<file path="src/tcu_defs.svh">
// Macro defaults for the integer dot-product unit.
// The latencies count enabled clock edges only, and each must be at least 1.
`ifndef TCU_DEFS_SVH
`define TCU_DEFS_SVH

// word lanes per dot product
`define TCU_NUM_LANES 4

// multiply stage depth, shared by the lane sums and the scale bundle
`define TCU_MUL_LATENCY 2

// accumulate stage depth after the adder tree
`define TCU_ACC_LATENCY 2

// total input to d_val delay in enabled edges
`define TCU_TOTAL_LATENCY (`TCU_MUL_LATENCY + `TCU_ACC_LATENCY)

`endif

</file>
<file path="src/tcu_pkg.sv">
// Types and constants shared by the dot-product unit.
// Format codes not listed in fmt_t produce a zero product.
`default_nettype none

package tcu_pkg;

    // integer source formats, bit 3 marks the integer group
    typedef enum logic [3:0] {
        FMT_I8   = 4'h8,
        FMT_U8   = 4'h9,
        FMT_I4   = 4'ha,
        FMT_U4   = 4'hb,
        FMT_MXI8 = 4'hc
    } fmt_t;

    // subtracted from each e8m0 scale factor
    localparam logic signed [8:0] E8M0_BIAS = 9'sd133;

    // format, addend and combined shift, delayed next to the lane sums
    typedef struct packed {
        fmt_t              fmt;
        logic [31:0]       c_val;
        logic signed [8:0] shift;
    } scale_bundle_t;

endpackage

`default_nettype wire

</file>
<file path="src/tcu_dp_if.sv">
// Links the multiply and scale stages to the accumulator.
// All signals are already aligned to the same pipeline slot.
`timescale 1ns/1ps
`default_nettype none

interface tcu_dp_if #(
    parameter int N = 4
);
    import tcu_pkg::*;

    logic [N-1:0][31:0] lane_sum;
    fmt_t               fmt;
    logic [31:0]        c_val;
    logic signed [8:0]  shift;

    modport mul_src (
        output lane_sum
    );

    modport scale_src (
        output fmt,
        output c_val,
        output shift
    );

    modport acc_sink (
        input lane_sum,
        input fmt,
        input c_val,
        input shift
    );

endinterface

`default_nettype wire

</file>
<file path="src/tcu_pipe_reg.sv">
// Enable-gated delay line; every stage clears to zero on reset.
// DEPTH must be 1 or more. The line holds while enable is low.
`timescale 1ns/1ps
`default_nettype none

module tcu_pipe_reg #(
    parameter type T     = logic [31:0],
    parameter int  DEPTH = 1
) (
    input  logic clk,
    input  logic reset,
    input  logic enable,
    input  T     data_in,
    output T     data_out
);

    T stages [DEPTH];

    always_ff @(posedge clk) begin
        if (reset) begin
            for (int i = 0; i < DEPTH; i++) begin
                stages[i] <= '0;
            end
        end else if (enable) begin
            stages[0] <= data_in;
            // shift toward the output
            for (int i = 1; i < DEPTH; i++) begin
                stages[i] <= stages[i-1];
            end
        end
    end

    assign data_out = stages[DEPTH-1];

endmodule

`default_nettype wire

</file>
<file path="src/tcu_scale_unit.sv">
// Builds the block-scale shift and delays it with format and addend.
// The shift is (sf_a - 133) + (sf_b - 133) for FMT_MXI8, zero otherwise.
// It wraps in 9 bits, but every wrapped value is 32 or more and scales to zero.
`timescale 1ns/1ps
`default_nettype none
`include "tcu_defs.svh"

module tcu_scale_unit (
    input  logic          clk,
    input  logic          reset,
    input  logic          enable,
    input  tcu_pkg::fmt_t fmt_s,
    input  logic [31:0]   c_val,
    input  logic [7:0]    sf_a,
    input  logic [7:0]    sf_b,
    tcu_dp_if.scale_src   dp
);
    import tcu_pkg::*;

    logic signed [8:0] exp_a;
    logic signed [8:0] exp_b;
    scale_bundle_t     bundle_d;
    scale_bundle_t     bundle_q;

    // unbiased e8m0 exponents
    assign exp_a = $signed({1'b0, sf_a}) - E8M0_BIAS;
    assign exp_b = $signed({1'b0, sf_b}) - E8M0_BIAS;

    always_comb begin
        bundle_d.fmt   = fmt_s;
        bundle_d.c_val = c_val;
        if (fmt_s == FMT_MXI8) begin
            bundle_d.shift = exp_a + exp_b;
        end else begin
            bundle_d.shift = 9'sd0;
        end
    end

    // same depth as the lane pipes, so both halves meet in one slot
    tcu_pipe_reg #(
        .T     (scale_bundle_t),
        .DEPTH (`TCU_MUL_LATENCY)
    ) u_scale_pipe (
        .clk      (clk),
        .reset    (reset),
        .enable   (enable),
        .data_in  (bundle_d),
        .data_out (bundle_q)
    );

    assign dp.fmt   = bundle_q.fmt;
    assign dp.c_val = bundle_q.c_val;
    assign dp.shift = bundle_q.shift;

endmodule

`default_nettype wire

</file>
<file path="src/flat_wrapper.sv">
// flat-port wrapper written by rule: the top's interface ports become plain ports
module tcu_scale_unit_flat import tcu_pkg::*;
  (clk, reset, enable, fmt_s, c_val, sf_a, sf_b, dp_fmt, dp_c_val, dp_shift);
  tcu_dp_if dp_i ();
  input  logic clk;
  input  logic reset;
  input  logic enable;
  input  tcu_pkg::fmt_t fmt_s;
  input  logic [31:0] c_val;
  input  logic [7:0] sf_a;
  input  logic [7:0] sf_b;
  output wire logic [$bits(dp_i.fmt)-1:0] dp_fmt;
  output wire logic [$bits(dp_i.c_val)-1:0] dp_c_val;
  output wire logic [$bits(dp_i.shift)-1:0] dp_shift;
  assign dp_fmt = dp_i.fmt;
  assign dp_c_val = dp_i.c_val;
  assign dp_shift = dp_i.shift;
  tcu_scale_unit u_core (.clk(clk), .reset(reset), .enable(enable), .fmt_s(fmt_s), .c_val(c_val), .sf_a(sf_a), .sf_b(sf_b), .dp(dp_i));
endmodule
</file>
<file path="config.mk">
export PLATFORM = sky130hd
export DESIGN_NAME = tcu_scale_unit_flat
export DESIGN_NICKNAME = d
export VERILOG_FILES = /design/src/tcu_pkg.sv /design/src/tcu_dp_if.sv /design/src/tcu_pipe_reg.sv /design/src/tcu_scale_unit.sv /design/src/flat_wrapper.sv
export VERILOG_INCLUDE_DIRS = /design/src
export SDC_FILE = /design/constraint.sdc
export NUM_CORES = 1
export LEC_CHECK = 0
export BUFFER_PORTS_ARGS = -buffer_cell sky130_fd_sc_hd__buf_2
export CAP_MARGIN = 10
export CORE_UTILIZATION = 60
export CTS_BUF_LIST = sky130_fd_sc_hd__clkbuf_8
export DETAILED_ROUTE_END_ITERATION = 12
export GPL_TIMING_DRIVEN = 0
export PLACE_DENSITY = 0.84
export SYNTH_ARGS = -nofsm -noshare
export SYNTH_HDL_FRONTEND = slang
export SYNTH_SLANG_ARGS = --single-unit
</file>
<file path="constraint.sdc">
create_clock -name clk -period 4.3 [get_ports clk]
set_input_delay 0.86 -clock clk [delete_from_list [all_inputs] [get_ports clk]]
set_output_delay 0.86 -clock clk [all_outputs]
set_load 0.1 [all_outputs]
</file>
==> impl_metrics.json <==
{
  "finalCriticalPeriod_ns": 2.44,
  "layout-drive-gt1-share_pct": 39.8,
  "grt_overflow": 0,
  "die-area_sq_um": 7270,
  "placed_cells": 486,
  "ant_nets": 0,
  "firstDrtPassIters": 6,
  "nNetsFinal": 491,
  "multi_input_area_sq_um": 985,
  "drt_iter0_drc": 74,
  "required_ns": 4.40,
  "synth_fp_nets": 380,
  "top_register": "u_core.u_scale_pipe.stages",
  "postSynthAreaPerCell_sq_um": 13.5,
  "clock_latency_ns": 0.35,
  "min_period_over_period_pct": 56.7,
  "tightest_slew_ns": 0.545,
  "root_buffer": "clkbuf_8",
  "leakage_nw": 2.36,
  "fill_cells": 411,
  "final_common_cell": "buf_2",
  "antenna_found_initial": 0,
  "grt_pass1_vias": 2244,
  "finalWirelength_microns": 6190,
  "regArea_sq_um": 2700,
  "largestRegisters": "u_core.u_scale_pipe.stages: 90 flops",
  "cts_buffers": 9,
  "start_util_pct": 63.7,
  "critPathKind": "in -> reg",
  "drc": 0,
  "clk_pin_slew_ns": 0.09,
  "antenna_cells": 0,
  "dp_hpwl_microns": 4490,
  "relSlewSlack_pct": 63.6,
  "syn_inst": 309,
  "largest_reg_flops": 90,
  "yosysUniqueCellTypes": 30,
  "via_count": 2445,
  "cp_data_arrival_time_ns": 2.54,
  "cts_setup_buffers": 0,
  "grt_max_degree": 51,
  "gp_congestion": 0.777,
  "drv_slew": 0,
  "end_kind": "flip-flop",
  "setup_tns_ns": 0,
  "rsz0062_at_grt": "false",
  "gr-usage-all-layers_pct": 18.4,
  "io_pins": 100,
  "start_kind": "primary input",
  "synth-seq-cells": 90,
  "postCtsHoldBufs": 0,
  "skew_ns": 0.0155,
  "row_count": 29,
  "core_sq_um": 6530,
  "portBuffers": 99,
  "syn_area_sq_um": 4160,
  "layout.cells.non_filler": 502,
  "yosys_warnings": 0,
  "crit_fanout": 3,
  "powerDensity_nw_per_um2": 409,
  "post_cts_resized": 0,
  "tritoncts": "done",
  "htree_levels": 3,
  "fp.dieH_microns": 85.3,
  "grt_pass1_wl_microns": 9980,
  "area_growth_pct": 19.7,
  "cts.sinks": 90,
  "cap_violations": 0,
  "cts_buffer_depth": 2,
  "fp.dieW_microns": 85.3,
  "worst_ir_drop_vdd_mv": 0.233,
  "setup_viol": 0,
  "layout_common_cells": "99 x buf_2, 90 x edfxtp_1, 80 x and2_1",
  "hold_path_class": "reg -> reg",
  "detail_route.vias_per_cell": 4.87,
  "hold_viol": 0,
  "fmax_mhz": 410,
  "outcome": "finished clean",
  "yosysSeqAreaShare_pct": 64.9,
  "avgRoutedWirePerCell_microns": 12.3
}
==> area by class of cell <==
cell class                 count  area share (%)
sequential                    90            54.2
buffer                        54            7.53
tap                           77            1.93
timing repair buffer         100            10.5
clock inverter                 7            1.51
clock buffer                   9            2.49
multi-input combinational    138            19.8
inverter                      27            2.03
==> path summary, 6_finish.rpt <==
kind / start / endpoint / slack (ns) / cells after the start
worst max-delay path: sf_b[1] / u_core.u_scale_pipe.stages[0][7] / 1.86 / 11
worst min-delay path: u_core.u_scale_pipe.stages[0][33] / u_core.u_scale_pipe.stages[0][78] / 0.51 / 1
worst max register to register: u_core.u_scale_pipe.stages[0][43] / u_core.u_scale_pipe.stages[0][88] / 3.53 / 1
worst min register to register: u_core.u_scale_pipe.stages[0][33] / u_core.u_scale_pipe.stages[0][78] / 0.51 / 1
==> layer usage <==
| metal | GRT usage (%) | routed length, microns | vias to the layer above |
|---|---|---|---|
| met5 | 0 | 0 | - |
| li1 | - | - | 1215 |
| met3 | 4.96 | 449 | 11 |
| met4 | 8.94 | 125 | 0 |
| met1 | 19.4 | 2380 | 1124 |
| met2 | 33.9 | 3240 | 95 |
==> critical path: stages <==
cell and delay (ns):
buf_2 0.07, inv_1 0.03, ha_1 0.27, inv_1 0.06, ha_1 0.21, inv_1 0.08
fa_1 0.43, nor2b_4 0.17, o31ai_1 0.11, a21oi_1 0.16, nor3b_1 0.07
==> power by group <==
| part | internal (W) | leakage, nW | switching (W) |
|---|---|---|---|
| combinational | 0.000120 | 1.28 | 0.000305 |
| clock | 0.000272 | 0.0939 | 0.000298 |
| sequential | 0.00103 | 0.984 | 0.0000136 |
==> synthesized netlist by cell type (all sizes together) <==
cell,count,area (sq um)
a211oi,2,20.0
a21o,1,7.51
a21oi,5,25.0
and2,81,509
and3,1,6.26
buf,46,345
clkbuf,8,30.0
edfxtp,90,2700
fa,1,20.0
ha,15,188
inv,27,101
nand2,1,3.75
nand3,3,27.5
nor2,6,22.5
nor2b,3,28.8
nor3,7,35.0
nor3b,1,7.51
o211a,1,10.0
o21a,3,22.5
o21ai,3,18.8
o21ba,1,10.0
o31ai,1,7.51
or2,2,12.5
==> logic make-up (layout without fill, tap and decap cells) <==
logic type	count (synthesis)	after routing	synth area share, %
AOI/OAI and AO/OA	17	17	2.92
and+or+nand+nor	105	105	15.7
adders and majority gates	16	16	4.99
buffers and inverters	81	197	11.5
DFF	90	90	64.9
==> stage by stage <==
stage	instance area, sq um	worst slack [ns]	hold slack, ns	utilization [%]	power, W
floorplan	4160	1.80	0.497	-	0.00141
global placement	4750	1.49	0.499	72.8	0.00147
detailed placement	4780	1.50	0.502	73.2	0.00149
CTS	4980	1.89	0.516	76.3	0.00205
global route	4980	1.76	0.530	76.3	0.00211
finish	4980	1.86	0.512	76.3	0.00204
(Power assumes the default switching activity.)
