===== config.mk =====
export PLATFORM = sky130hd
export DESIGN_NAME = tcu_int_acc_flat
export DESIGN_NICKNAME = d
export VERILOG_FILES = /design/src/tcu_pkg.sv /design/src/tcu_dp_if.sv /design/src/tcu_pipe_reg.sv /design/src/tcu_int_acc.sv /design/src/flat_wrapper.sv
export VERILOG_INCLUDE_DIRS = /design/src
export SDC_FILE = /design/constraint.sdc
export NUM_CORES = 1
export LEC_CHECK = 0
export ABC_AREA = 1
export ABC_CLOCK_PERIOD_IN_PS = 11800
export BUFFER_PORTS_ARGS = -buffer_cell sky130_fd_sc_hd__buf_2
export CAP_MARGIN = 10
export CELL_PAD_IN_SITES_DETAIL_PLACEMENT = 1
export CELL_PAD_IN_SITES_GLOBAL_PLACEMENT = 1
export CORE_ASPECT_RATIO = 0.8
export CORE_MARGIN = 2
export CORE_UTILIZATION = 25
export CTS_CLUSTER_SIZE = 20
export DETAILED_ROUTE_END_ITERATION = 8
export PLACE_DENSITY = 0.59
export SYNTH_ARGS = -nofsm -noshare
export SYNTH_HDL_FRONTEND = slang
export SYNTH_SLANG_ARGS = --single-unit

===== constraint.sdc =====
create_clock -name clk -period 11.8 [get_ports clk]
set_input_delay 0.59 -clock clk [delete_from_list [all_inputs] [get_ports clk]]
set_output_delay 0.59 -clock clk [all_outputs]
set_load 0.03 [all_outputs]

===== src/tcu_defs.svh =====
// Macro defaults for the integer dot-product unit.
// The latencies count enabled clock edges only, and each must be at least 1.
`ifndef TCU_DEFS_SVH
`define TCU_DEFS_SVH

// word lanes per dot product
`define TCU_NUM_LANES 4

// multiply stage depth, shared by the lane sums and the scale bundle
`define TCU_MUL_LATENCY 2

// accumulate stage depth after the adder tree
`define TCU_ACC_LATENCY 2

// total input to d_val delay in enabled edges
`define TCU_TOTAL_LATENCY (`TCU_MUL_LATENCY + `TCU_ACC_LATENCY)

`endif


===== src/tcu_pkg.sv =====
// Types and constants shared by the dot-product unit.
// Format codes not listed in fmt_t produce a zero product.
`default_nettype none

package tcu_pkg;

    // integer source formats, bit 3 marks the integer group
    typedef enum logic [3:0] {
        FMT_I8   = 4'h8,
        FMT_U8   = 4'h9,
        FMT_I4   = 4'ha,
        FMT_U4   = 4'hb,
        FMT_MXI8 = 4'hc
    } fmt_t;

    // subtracted from each e8m0 scale factor
    localparam logic signed [8:0] E8M0_BIAS = 9'sd133;

    // format, addend and combined shift, delayed next to the lane sums
    typedef struct packed {
        fmt_t              fmt;
        logic [31:0]       c_val;
        logic signed [8:0] shift;
    } scale_bundle_t;

endpackage

`default_nettype wire


===== src/tcu_dp_if.sv =====
// Links the multiply and scale stages to the accumulator.
// All signals are already aligned to the same pipeline slot.
`timescale 1ns/1ps
`default_nettype none

interface tcu_dp_if #(
    parameter int N = 4
);
    import tcu_pkg::*;

    logic [N-1:0][31:0] lane_sum;
    fmt_t               fmt;
    logic [31:0]        c_val;
    logic signed [8:0]  shift;

    modport mul_src (
        output lane_sum
    );

    modport scale_src (
        output fmt,
        output c_val,
        output shift
    );

    modport acc_sink (
        input lane_sum,
        input fmt,
        input c_val,
        input shift
    );

endinterface

`default_nettype wire


===== src/tcu_pipe_reg.sv =====
// Enable-gated delay line; every stage clears to zero on reset.
// DEPTH must be 1 or more. The line holds while enable is low.
`timescale 1ns/1ps
`default_nettype none

module tcu_pipe_reg #(
    parameter type T     = logic [31:0],
    parameter int  DEPTH = 1
) (
    input  logic clk,
    input  logic reset,
    input  logic enable,
    input  T     data_in,
    output T     data_out
);

    T stages [DEPTH];

    always_ff @(posedge clk) begin
        if (reset) begin
            for (int i = 0; i < DEPTH; i++) begin
                stages[i] <= '0;
            end
        end else if (enable) begin
            stages[0] <= data_in;
            // shift toward the output
            for (int i = 1; i < DEPTH; i++) begin
                stages[i] <= stages[i-1];
            end
        end
    end

    assign data_out = stages[DEPTH-1];

endmodule

`default_nettype wire


===== src/tcu_int_acc.sv =====
// Sums the lanes, applies the block-scale shift, adds the addend, then delays.
// Right shifts work on the magnitude, so negative totals truncate toward zero.
// A shift of 32 or more in either direction gives zero. Everything wraps.
`timescale 1ns/1ps
`default_nettype none
`include "tcu_defs.svh"

module tcu_int_acc #(
    parameter int N = `TCU_NUM_LANES
) (
    input  logic        clk,
    input  logic        reset,
    input  logic        enable,
    tcu_dp_if.acc_sink  dp,
    output logic [31:0] d_val
);

    logic [31:0] total;
    logic        total_neg;
    logic [31:0] total_abs;
    logic [8:0]  rsh;
    logic [31:0] mag_shr;
    logic [31:0] scaled;
    logic [31:0] acc_d;

    // adder tree over the lane sums
    always_comb begin
        total = '0;
        for (int i = 0; i < N; i++) begin
            total = total + dp.lane_sum[i];
        end
    end

    assign total_neg = total[31];
    assign total_abs = total_neg ? -total : total;

    // magnitude of a negative shift, 256 for the most negative code
    assign rsh     = -dp.shift;
    assign mag_shr = total_abs >> rsh[4:0];

    always_comb begin
        if (!dp.shift[8]) begin
            if (dp.shift[7:5] != 3'd0) begin
                scaled = '0;
            end else begin
                scaled = total << dp.shift[4:0];
            end
        end else if (rsh[8:5] != 4'd0) begin
            scaled = '0;
        end else begin
            scaled = total_neg ? -mag_shr : mag_shr;
        end
    end

    assign acc_d = scaled + dp.c_val;

    tcu_pipe_reg #(
        .T     (logic [31:0]),
        .DEPTH (`TCU_ACC_LATENCY)
    ) u_acc_pipe (
        .clk      (clk),
        .reset    (reset),
        .enable   (enable),
        .data_in  (acc_d),
        .data_out (d_val)
    );

endmodule

`default_nettype wire


===== src/flat_wrapper.sv =====
// flat-port wrapper written by rule: the top's interface ports become plain ports
module tcu_int_acc_flat 
#(
    parameter int N = `TCU_NUM_LANES
)
  (clk, reset, enable, d_val, dp_lane_sum, dp_fmt, dp_c_val, dp_shift);
  tcu_dp_if #(.N(N)) dp_i ();
  input  logic clk;
  input  logic reset;
  input  logic enable;
  output logic [31:0] d_val;
  input wire logic [$bits(dp_i.lane_sum)-1:0] dp_lane_sum;
  input wire logic [$bits(dp_i.fmt)-1:0] dp_fmt;
  input wire logic [$bits(dp_i.c_val)-1:0] dp_c_val;
  input wire logic [$bits(dp_i.shift)-1:0] dp_shift;
  assign dp_i.lane_sum = dp_lane_sum;
  assign dp_i.fmt = dp_fmt;
  assign dp_i.c_val = dp_c_val;
  assign dp_i.shift = dp_shift;
  tcu_int_acc #(.N(N)) u_core (.clk(clk), .reset(reset), .enable(enable), .dp(dp_i), .d_val(d_val));
endmodule

==> metrics.yaml, run 1 <==
die:
  dieArea_um2: 58700
  initial_utilization_pct: 25.2
  rows: 78
  fp.dieH_um: 217
  io_pins: 208
  core_um2: 56400
  die_w_um: 270
timing:
  slew_headroom_pct: 24.6
  worstMarginPinSlew_ns: 1.13
  period_needed_ns: 10.03
  hold_viol_final: 0
  fin_setup_tns_ns: 0
  drv_slew: 0
  rsz0062_at_grt: "no"
  fmax_mhz: 99.7
  setup_ws_ns: 1.77
  clock_skew_ns: 0.00467
  finalSetupViolCount: 0
  min_period_over_period_pct: 85.0
synth:
  yosysSeqAreaShare_pct: 13.5
  synth.avg_cell_area_um2: 5.91
  yosysWarnings: 0
  synth_area_leader_cell: "nand2_1"
  synth_top_area_share_pct: 19.5
  synth_area_leaders: "nand2_1 20%, edfxtp_1 14%, inv_1 11%"
  async_flop_share_pct: 0
  yosysMostFrequentCell: "nand2_1"
  netlist_area_um2: 14200
  synth_nets: 2711
  synth_ff_type: "edfxtp_1"
  synth_edf_count: 64
  syn_inst: 2401
  ys_ff_latch: 64
  synth_cell_types: 50
  synthTopCellsByCount: "738 x nand2_1, 404 x inv_1, 265 x nand3_1"
grt:
  grt.total_usage_pct: 17.7
  grt-ovfl-total: 0
  antenna_found_initial: 0
  grt_first_pass_wirelength_mm: 84.0
  grt_max_degree: 71
  grt_pass1_vias: 15800
cells_and_area:
  drive_above_1_share_pct: 14.9
  syn2layout_area_growth_pct: 13.0
  regMostFlops: "u_core.u_acc_pipe.stages"
  finalInstanceArea_um2: 16000
  diodes: 0
  largest_reg_flops: 64
  final_nets: 2830
  top_regs: "u_core.u_acc_pipe.stages: 64 flops"
  fillerInstances: 7496
place:
  place_congestion: 0.855
  pre_cts_ws_ns: 1.61
  placed_area_um2: 15700
  post-dp-hpwl_mm: 44.3
  port_buffers: 203
routing:
  postRouteAntennaNets: 0
  routed_wl_mm: 51.8
  vias_per_cell: 4.71
  drt_iter0_markers: 986
  vias: 15500
  drc: 0
  dr.pass1.iters: 5
  wl_per_cell_um: 15.8
cts:
  post_cts_resized: 0
  cts_tree: "yes"
  cts-root-buf: "clkbuf_16"
  cts.reportedPaths.clkPinSlew_ns: 0.06
  postCtsSetupBuffers: 0
  clockBufferDepth: 2
  htree_levels: 3
  insertion_delay_ns: 0.34
  cts_hold_buf: 0
  cts.sinks: 64
  cts_made_buffers: 9
power:
  power_switching_uw: 1700
  clockPowerShare_pct: 10.2
  power.density_nw_per_um2: 176
  power.leakage_uw: 0.00864
  p_int_uw: 1120
  peakVddDrop_mv: 0.0822
  p_comb_share_pct: 79.9
  seq_power_share_pct: 9.8
  swShare_pct: 60.3
critical_path:
  critPathKind: "primary input to flip-flop"
  start_kind: "primary input"
  arrival_ns: 10.13
  critPathRequiredTime_ns: 11.90
  slowest_stage: "nand2_2"
  end_kind: "flip-flop"
  critPathMaxStageDelay_ns: 0.70
  cpMostUsedCell: "nand2_1"
  crit_fanout: 44
min_path:
  min_path_type: "flip-flop to flip-flop"
outcome:
  status: "completed"
job:
  max_cap_violations: 0
[metal layers]
metal	vias up	part of all wire (%)	GRT usage (%)
met2	242	43	28.3
met4	0	0.69	1.92
li1	7841	-	-
met1	7359	53	26.5
met5	-	0	0
met3	22	3.4	1.22
[stage by stage]
stage | util (%) | hold slack, ns | power [uW] | std cells
final | 28.4 | 0.548 | 2820 | 3285
after global routing | 28.4 | 0.585 | 3140 | 3285
after CTS | 28.4 | 0.552 | 2830 | 3285
after detailed placement | 27.8 | 0.537 | 2520 | 3269
after global placement | 27.8 | 0.528 | 2470 | 3269
after floorplan | - | 0.519 | 1920 | 2401
[layout by cell type (no fill, tap or decap), types with 11 or more instances in the layout]
| cell type | instances |
|---|---|
| nand2_1 | 738 |
| inv_1 | 404 |
| nand3_1 | 265 |
| buf_2 | 203 |
| nor2_1 | 158 |
| o21ai_0 | 135 |
| a21oi_1 | 93 |
| ha_1 | 71 |
| edfxtp_1 | 64 |
| fa_1 | 63 |
| nand2_2 | 51 |
| nand4_1 | 33 |
| nand3_2 | 28 |
| nor2_2 | 25 |
| o211ai_1 | 22 |
| buf_4 | 15 |
| inv_2 | 13 |
| o21a_1 | 13 |
| xor2_1 | 12 |
| o22ai_1 | 11 |
[power groups by stage]
stage          Clock [uW]  Sequential [uW]  Combinational [uW]
4_1_cts               294              278                2250
6_report              289              277                2250
3_3_place_gp            0              281                2190
2_1_floorplan           0              281                1640
3_5_place_dp            0              283                2240
5_1_grt               302              279                2560
[worst paths after layout]
kind	end	startpoint	slack, ns	cells past startpoint
worst max register to register	u_core.u_acc_pipe.stages[0][34]	u_core.u_acc_pipe.stages[0][2]	11.01	2
worst min register to register	u_core.u_acc_pipe.stages[0][41]	u_core.u_acc_pipe.stages[0][9]	0.55	2
worst max-delay path	u_core.u_acc_pipe.stages[0][31]	dp_lane_sum[1]	1.77	53
worst min-delay path	u_core.u_acc_pipe.stages[0][41]	u_core.u_acc_pipe.stages[0][9]	0.55	2
[cell type report]
class / count / area, um^2 / share of cell area, %
inverters: 422 / 1580 / 9.88
clock buffers: 9 / 225 / 1.41
flip-flops and latches: 64 / 1920 / 12.0
well taps: 760 / 951 / 5.93
clock inverters: 7 / 95.1 / 0.593
repair buffers: 218 / 1130 / 7.04
multi-input cells: 1805 / 10100 / 63.2
[critical path: cells and delay by family]
kind	cells	cell delay [ns]
AO/OA/AOI/OAI	13	3.02
XOR/XNOR	1	0.17
adder cells (fa/ha/maj)	6	2.40
buffers and inverters	8	0.55
AND/OR/NAND/NOR	25	3.33
[cell families (layout without fill, tap and decap cells)]
logic type | count (synthesis) | in the layout | share of synthesized area, %
buffers and inverters | 532 | 656 | 15.2
adder cells (fa/ha/maj) | 134 | 134 | 15.2
AND/OR/NAND/NOR | 1343 | 1343 | 42.6
multiplexers | 7 | 7 | 0.494
flip-flops | 64 | 64 | 13.5
XOR/XNOR | 16 | 16 | 0.988
AO/OA/AOI/OAI | 305 | 305 | 12.0
(Power assumes the default switching activity.)
==> inputs of run 2 (changes only) <==
--- a/config.mk
+++ b/config.mk
@@ -6,7 +6,6 @@
 export SDC_FILE = /design/constraint.sdc
 export NUM_CORES = 1
 export LEC_CHECK = 0
-export ABC_AREA = 1
 export ABC_CLOCK_PERIOD_IN_PS = 11800
 export BUFFER_PORTS_ARGS = -buffer_cell sky130_fd_sc_hd__buf_2
 export CAP_MARGIN = 10
@@ -17,7 +16,7 @@
 export CORE_UTILIZATION = 25
 export CTS_CLUSTER_SIZE = 20
 export DETAILED_ROUTE_END_ITERATION = 8
-export PLACE_DENSITY = 0.59
+export PLACE_DENSITY = 0.56
 export SYNTH_ARGS = -nofsm -noshare
 export SYNTH_HDL_FRONTEND = slang
 export SYNTH_SLANG_ARGS = --single-unit
==> run 2 against run 1 <==
Hold slack got worse by 0.033 ns. Combinational power is 55% higher. Sequential cell count unchanged. Cell area is 7.6% higher. First-iteration DRC count is 9.0% higher. Cell count shrank 11%. Core utilization is 0.49 points higher. Non-clock buffer count is 33 higher. Largest power group unchanged.
==> metrics.yaml, run 2 <==
outcome:
  status: "completed"  # unchanged
cells_and_area:
  mostFrequentLayoutCells: "203 x buf_2, 189 x inv_1, 184 x nor2_1"  # was 738 x nand2_1, 404 x inv_1, 265 x nand3_1
  final_nets: 2433  # was 2830
  fillerInstances: 7276  # was 7496
  regMostFlops: "u_core.u_acc_pipe.stages"  # unchanged
  syn2layout_area_growth_pct: 14.1  # was 13.0%
  top_regs: "u_core.u_acc_pipe.stages: 64 flops"  # unchanged
  seq_area_um2: 1920  # unchanged
  drive_above_1_share_pct: 18.4  # was 14.9%
  finalInstanceArea_um2: 17200  # was 16000 um^2
  largest_reg_flops: 64  # unchanged
  multiInputGateArea_um2: 11800  # was 10100 um^2
  final_common_cell: "buf_2"  # was nand2_1
grt:
  grt_first_pass_wirelength_mm: 91.8  # was 84.0 mm
  grt.total_usage_pct: 18.3  # was 17.7%
  grt_pass1_vias: 16100  # was 15800
  grt_max_degree: 65  # was 71
  antenna_found_initial: 4  # was 0
  grt-ovfl-total: 0  # unchanged
timing:
  hold_viol_final: 0  # unchanged
  finalSetupViolCount: 0  # unchanged
  min_period_over_period_pct: 94.3  # was 85.0%
  clock_skew_ns: 0.00431  # was 0.00467 ns
  drv_slew: 0  # unchanged
  fin_setup_tns_ns: 0  # unchanged
  slew_headroom_pct: 21.1  # was 24.6%
  fmax_mhz: 89.9  # was 99.7 MHz
  worstMarginPinSlew_ns: 1.18  # was 1.13 ns
  rsz0062_at_grt: "no"  # unchanged
  period_needed_ns: 11.13  # was 10.03 ns
synth:
  synth_cell_types: 112  # was 50
  synth_top_area_share_pct: 12.7  # was 19.5%
  synth_ff_type: "edfxtp_1"  # unchanged
  synth_area_leaders: "edfxtp_1 13%, fa_1 8.3%, ha_1 5.9%"  # was nand2_1 20%, edfxtp_1 14%, inv_1 11%
  synthTopCellsByCount: "189 x inv_1, 184 x nor2_1, 171 x nand2_1"  # was 738 x nand2_1, 404 x inv_1, 265 x nand3_1
  yosysMostFrequentCell: "inv_1"  # was nand2_1
  yosysSeqAreaShare_pct: 12.7  # was 13.5%
  netlist_area_um2: 15100  # was 14200 um^2
  syn_inst: 2015  # was 2401
  synth.avg_cell_area_um2: 7.50  # was 5.91 um^2
  synth_area_leader_cell: "edfxtp_1"  # was nand2_1
  yosysWarnings: 0  # unchanged
  ys_ff_latch: 64  # unchanged
  synth_edf_count: 64  # unchanged
  synth_nets: 2325  # was 2711
  async_flop_share_pct: 0  # unchanged
cts:
  clockBufferDepth: 2  # unchanged
  cts.reportedPaths.clkPinSlew_ns: 0.06  # about the same
  cts-root-buf: "clkbuf_16"  # unchanged
  insertion_delay_ns: 0.33  # was 0.34 ns
  cts.sinks: 64  # unchanged
  cts_tree: "yes"  # unchanged
  htree_levels: 3  # unchanged
  cts_made_buffers: 9  # unchanged
routing:
  postRouteAntennaNets: 0  # unchanged
  routed_wl_mm: 57.8  # was 51.8 mm
  drc: 0  # unchanged
  dr.pass1.iters: 5  # unchanged
  vias_per_cell: 5.50  # was 4.71
  wl_per_cell_um: 19.9  # was 15.8 um
  vias: 16000  # was 15500
  drt_iter0_markers: 1075  # was 986
critical_path:
  start_kind: "primary input"  # unchanged
  cp_top_family: "compound AO/OA/AOI/OAI gates"  # was simple AND/OR/NAND/NOR gates
  crit_fanout: 7  # was 44
  crit_buf_inv: 3  # was 8
  critPathKind: "primary input to flip-flop"  # unchanged
  critPathMaxStageDelay_ns: 0.57  # was 0.70 ns
  end_kind: "flip-flop"  # unchanged
  critPathRequiredTime_ns: 11.97  # was 11.90 ns
  arrival_ns: 11.30  # was 10.13 ns
  slowest_stage: "fa_1"  # was nand2_2
place:
  port_buffers: 203  # unchanged
  place_congestion: 0.906  # was 0.855
  post-dp-hpwl_mm: 47.0  # was 44.3 mm
  placed_area_um2: 16600  # was 15700 um^2
job:
  max_cap_violations: 0  # unchanged
power:
  power.density_nw_per_um2: 239  # was 176 nW/um^2
  p_comb_share_pct: 84.6  # was 79.9%
  swShare_pct: 58.1  # was 60.3%
  seq_power_share_pct: 6.8  # was 9.8%
  power_switching_uw: 2400  # was 1700 uW
  peakVddDrop_mv: 0.108  # was 0.0822 mV
  p_int_uw: 1730  # was 1120 uW
  clockPowerShare_pct: 8.6  # was 10.2%
  power.leakage_uw: 0.00738  # was 0.00864 uW
die:
  core_um2: 59700  # was 56400 um^2
  fp.dieH_um: 224  # was 217 um
  io_pins: 208  # unchanged
  die_w_um: 279  # was 270 um
  initial_utilization_pct: 25.3  # was 25.2%
  dieArea_um2: 62500  # was 58700 um^2
  rows: 80  # was 78
min_path:
  min_path_type: "flip-flop to flip-flop"  # unchanged
[run 2: changes by cell type after synthesis, moves of 40 or more]
cell,previous run,this run
nand3_1,265,58
nand2_1,738,171
nor3_1,9,54
xnor2_1,4,49
nand2_2,51,0
and2_1,5,51
inv_1,404,189
mux2i_1,7,47
[run 2: metal layers]
metal,GRT usage [%],part of all wire [%]
met4,1.91,0.79
met3,2.48,5.0
met5,0,0
met2,29.7,46
met1,26.4,48
[run 2: timing repair]
action	in CTS	in global routing
hold buffers	0	0
gates resized for setup	0	15
endpoints found under the setup margin	0	5
buffers inserted	0	6
[run 2: final cells by class]
class	count	area share [%]
clock buffers	9	1.31
repair buffers	251	8.36
flip-flops and latches	64	11.1
inverters	190	4.14
well taps	779	5.65
diodes	1	0.0145
multi-input cells	1607	68.4
clock inverters	7	0.965
[run 2: worst paths after layout]
kind | start | end | slack [ns] | cells after the start
worst max-delay path | dp_lane_sum[1] | u_core.u_acc_pipe.stages[0][31] | 0.67 | 41
worst max register to register | u_core.u_acc_pipe.stages[0][20] | u_core.u_acc_pipe.stages[0][52] | 11.04 | 1
worst min register to register | u_core.u_acc_pipe.stages[0][30] | u_core.u_acc_pipe.stages[0][62] | 0.52 | 1
worst min-delay path | u_core.u_acc_pipe.stages[0][30] | u_core.u_acc_pipe.stages[0][62] | 0.52 | 1
[run 2: power groups by stage]
stage	clock network (uW)	logic, uW	registers [uW]
floorplan	0	2400	284
global placement	0	3310	285
detailed placement	0	3360	285
CTS	360	3380	281
global route	372	3790	283
finish	355	3490	280
[run 2: logic make-up (layout without fill, tap and decap cells)]
group	count (synthesis)	count (layout)	share of synthesized area, %
flops	64	64	12.7
compound gates	622	622	29.1
xor+xnor	84	84	5.01
other cells	0	1	0
mux	68	68	5.20
buf+inv	345	457	10.0
fa+ha+maj	134	134	14.2
simple gates	698	699	23.7
[run 2: per-stage QoR]
step                      setup slack, ns  cells  hold WS, ns  power, uW  utilization, %
final                               0.675   2908        0.515       4130            28.9
after global routing               0.0687   2908        0.532       4440            28.9
after CTS                           0.484   2898        0.521       4020            28.6
after detailed placement            0.176   2882        0.507       3650            27.9
after global placement              0.410   2882        0.501       3600            27.9
after floorplan                      2.22   2015        0.497       2690               -
==> inputs of run 3 (changes only) <==
--- a/config.mk
+++ b/config.mk
@@ -12,11 +12,11 @@
 export CELL_PAD_IN_SITES_DETAIL_PLACEMENT = 1
 export CELL_PAD_IN_SITES_GLOBAL_PLACEMENT = 1
 export CORE_ASPECT_RATIO = 0.8
-export CORE_MARGIN = 2
-export CORE_UTILIZATION = 25
+export CORE_MARGIN = 3
+export CORE_UTILIZATION = 48
 export CTS_CLUSTER_SIZE = 20
 export DETAILED_ROUTE_END_ITERATION = 8
-export PLACE_DENSITY = 0.56
+export PLACE_DENSITY = 0.93
 export SYNTH_ARGS = -nofsm -noshare
 export SYNTH_HDL_FRONTEND = slang
 export SYNTH_SLANG_ARGS = --single-unit
==> run 3 against run 2 <==
Sequential power about the same. Critical endpoint is now u_core.u_acc_pipe.stages[0][30]. Cell area is 3.3% lower. Power decreased by 1.2%. Clock skew up 0.0069 ns. Die area down 46%. Fmax decreased by 2.2%. Largest power group unchanged. Highest routed layer is now met5. Via count grew 5.6%. Non-clock buffer count increased by 2. Cell count down 12%.
==> metrics.yaml, run 3 (synthesized netlist as in run 2, its figures left out) <==
die:
  io_pins: 208  # unchanged
  dieArea_um2: 33700  # was 62500 um^2
  initial_utilization_pct: 49.3  # was 25.3%
  core_um2: 30700  # was 59700 um^2
  fp.dieH_um: 165  # was 224 um
  rows: 57  # was 80
  die_w_um: 204  # was 279 um
routing:
  vias_per_cell: 6.64  # was 5.50
  vias: 16900  # was 16000
  drc: 0  # unchanged
  postRouteAntennaNets: 0  # unchanged
  routed_wl_mm: 58.5  # was 57.8 mm
  dr.pass1.iters: 6  # was 5
  drt_iter0_markers: 2013  # was 1075
  wl_per_cell_um: 23.0  # was 19.9 um
power:
  power.density_nw_per_um2: 244  # was 239 nW/um^2
  total_power_uw: 4080  # was 4130 uW
  clockPowerShare_pct: 6.2  # was 8.6%
  p_int_uw: 1630  # was 1730 uW
  power_switching_uw: 2440  # was 2400 uW
  swShare_pct: 59.9  # was 58.1%
  peakVddDrop_mv: 0.106  # was 0.108 mV
  seq_power_share_pct: 6.9  # was 6.8%
  power.leakage_uw: 0.00733  # was 0.00738 uW
  p_comb_share_pct: 86.9  # was 84.6%
cts:
  cts_hold_buf: 0  # unchanged
  insertion_delay_ns: 0.35  # was 0.33 ns
  cts_made_buffers: 9  # unchanged
  cts.sinks: 64  # unchanged
  cts.reportedPaths.clkPinSlew_ns: 0.06  # about the same
  cts-root-buf: "clkbuf_16"  # unchanged
  cts_tree: "yes"  # unchanged
  htree_levels: 3  # unchanged
  clockBufferDepth: 2  # unchanged
place:
  pre_cts_ws_ns: 0.165  # was 0.176 ns
  port_buffers: 203  # unchanged
  placed_area_um2: 16200  # was 16600 um^2
  post-dp-hpwl_mm: 45.8  # was 47.0 mm
  place_congestion: 1.00  # was 0.906
critical_path:
  critPathKind: "primary input to flip-flop"  # unchanged
  arrival_ns: 11.45  # was 11.30 ns
  slowest_stage: "nor3_1"  # was fa_1
  reg2reg_setup_slack_ns: 11.02  # was 11.04 ns
  r2r-end: "u_core.u_acc_pipe.stages[0][63]"  # was u_core.u_acc_pipe.stages[0][52]
  end_kind: "flip-flop"  # unchanged
  critPathRequiredTime_ns: 11.88  # was 11.97 ns
  start_kind: "primary input"  # unchanged
  crit_start: "dp_lane_sum[1]"  # unchanged
  reg2reg_depth: 1  # unchanged
  cpMostUsedCell: "a21oi_1"
  critPathMaxStageDelay_ns: 0.61  # was 0.57 ns
  crit_fanout: 6  # was 7
  regToRegStartpoint: "u_core.u_acc_pipe.stages[0][31]"  # was u_core.u_acc_pipe.stages[0][20]
cells_and_area:
  final_common_cell: "buf_2"  # unchanged
  drive_above_1_share_pct: 18.5  # was 18.4%
  syn2layout_area_growth_pct: 10.3  # was 14.1%
  diodes: 0  # was 1
  largest_reg_flops: 64  # unchanged
  fillerInstances: 3946  # was 7276
  regMostFlops: "u_core.u_acc_pipe.stages"  # unchanged
  mostFrequentLayoutCells: "203 x buf_2, 189 x inv_1, 184 x nor2_1"  # unchanged
  final_nets: 2438  # was 2433
  seq_area_um2: 1920  # unchanged
  top_regs: "u_core.u_acc_pipe.stages: 64 flops"  # unchanged
  finalInstanceArea_um2: 16700  # was 17200 um^2
  multiInputGateArea_um2: 11800  # about the same
grt:
  antenna_found_initial: 1  # was 4
  grt-ovfl-total: 0  # unchanged
  grt_pass1_vias: 16500  # was 16100
  grt.total_usage_pct: 33.1  # was 18.3%
  grt_first_pass_wirelength_mm: 89.7  # was 91.8 mm
  grt_max_degree: 65  # unchanged
timing:
  min_period_over_period_pct: 96.4  # was 94.3%
  worstMarginPinSlew_ns: 0.999  # was 1.18 ns
  hold_viol_final: 0  # unchanged
  setup_ws_ns: 0.430  # was 0.675 ns
  period_needed_ns: 11.37  # was 11.13 ns
  slew_headroom_pct: 33.2  # was 21.1%
  finalSetupViolCount: 0  # unchanged
  clock_skew_ns: 0.0112  # was 0.00431 ns
  drv_slew: 0  # unchanged
  hold_slack_ns: 0.517  # was 0.515 ns
  fmax_mhz: 88.0  # was 89.9 MHz
min_path:
  min_path_type: "flip-flop to flip-flop"  # unchanged
  hold_path_end: "u_core.u_acc_pipe.stages[0][52]"  # was u_core.u_acc_pipe.stages[0][62]
  hold_start: "u_core.u_acc_pipe.stages[0][20]"  # was u_core.u_acc_pipe.stages[0][30]
  hold_path_depth: 1  # unchanged
outcome:
  status: "completed"  # unchanged
job:
  max_cap_violations: 0  # unchanged
## run 3: stage by stage
step | std cells | TNS, ns | utilization, %
final | 2546 | 0 | 54.4
after global routing | 2546 | -0.382 | 54.4
after floorplan | 2015 | 0 | -
after CTS | 2532 | 0 | 53.7
after global placement | 2516 | 0 | 52.8
after detailed placement | 2516 | 0 | 52.8
## run 3: timing repair
item / CTS / global route
resized for setup: 0 / 16
endpoints found under the setup margin: 0 / 6
buffers inserted: 0 / 8
## run 3: metal layers
layer / vias up / share of wire [%] / track usage [%]
li1: 7559 / - / -
met1: 8297 / 42 / 45.9
met2: 934 / 45 / 53.9
met3: 111 / 11 / 7.94
met4: 2 / 1.6 / 4.28
met5: - / 0.019 / 0
## run 3: how the worst max path moves through the flow
stage,to,slack (ns)
finish,u_core.u_acc_pipe.stages[0][30],0.43
global route,u_core.u_acc_pipe.stages[0][28],-0.15
CTS,u_core.u_acc_pipe.stages[0][31],0.42
detailed placement,u_core.u_acc_pipe.stages[0][31],0.17
global placement,u_core.u_acc_pipe.stages[0][31],0.62
floorplan,u_core.u_acc_pipe.stages[0][31],2.22
## run 3: layout make-up
class	instances	area share, %
inverters	190	4.28
well taps	413	3.10
repair buffers	253	8.51
flip-flops and latches	64	11.5
multi-input cells	1610	71.0
clock buffers	9	1.35
clock inverters	7	0.285
## run 3: critical path, delay by kind of cell
family	cells	cell delay [ns]
AOI/OAI and AO/OA	23	5.79
xor gates and xnor gates	2	0.49
adders and majority gates	6	2.64
buffers and inverters	3	0.18
and+or+nand+nor	6	1.75
## run 3: power by group through the flow
stage / Clock, uW / Combinational, uW / Sequential (uW)
floorplan: 0 / 2400 / 284
global placement: 0 / 3160 / 284
detailed placement: 0 / 3280 / 286
CTS: 252 / 3300 / 282
global route: 265 / 3760 / 283
finish: 251 / 3540 / 282
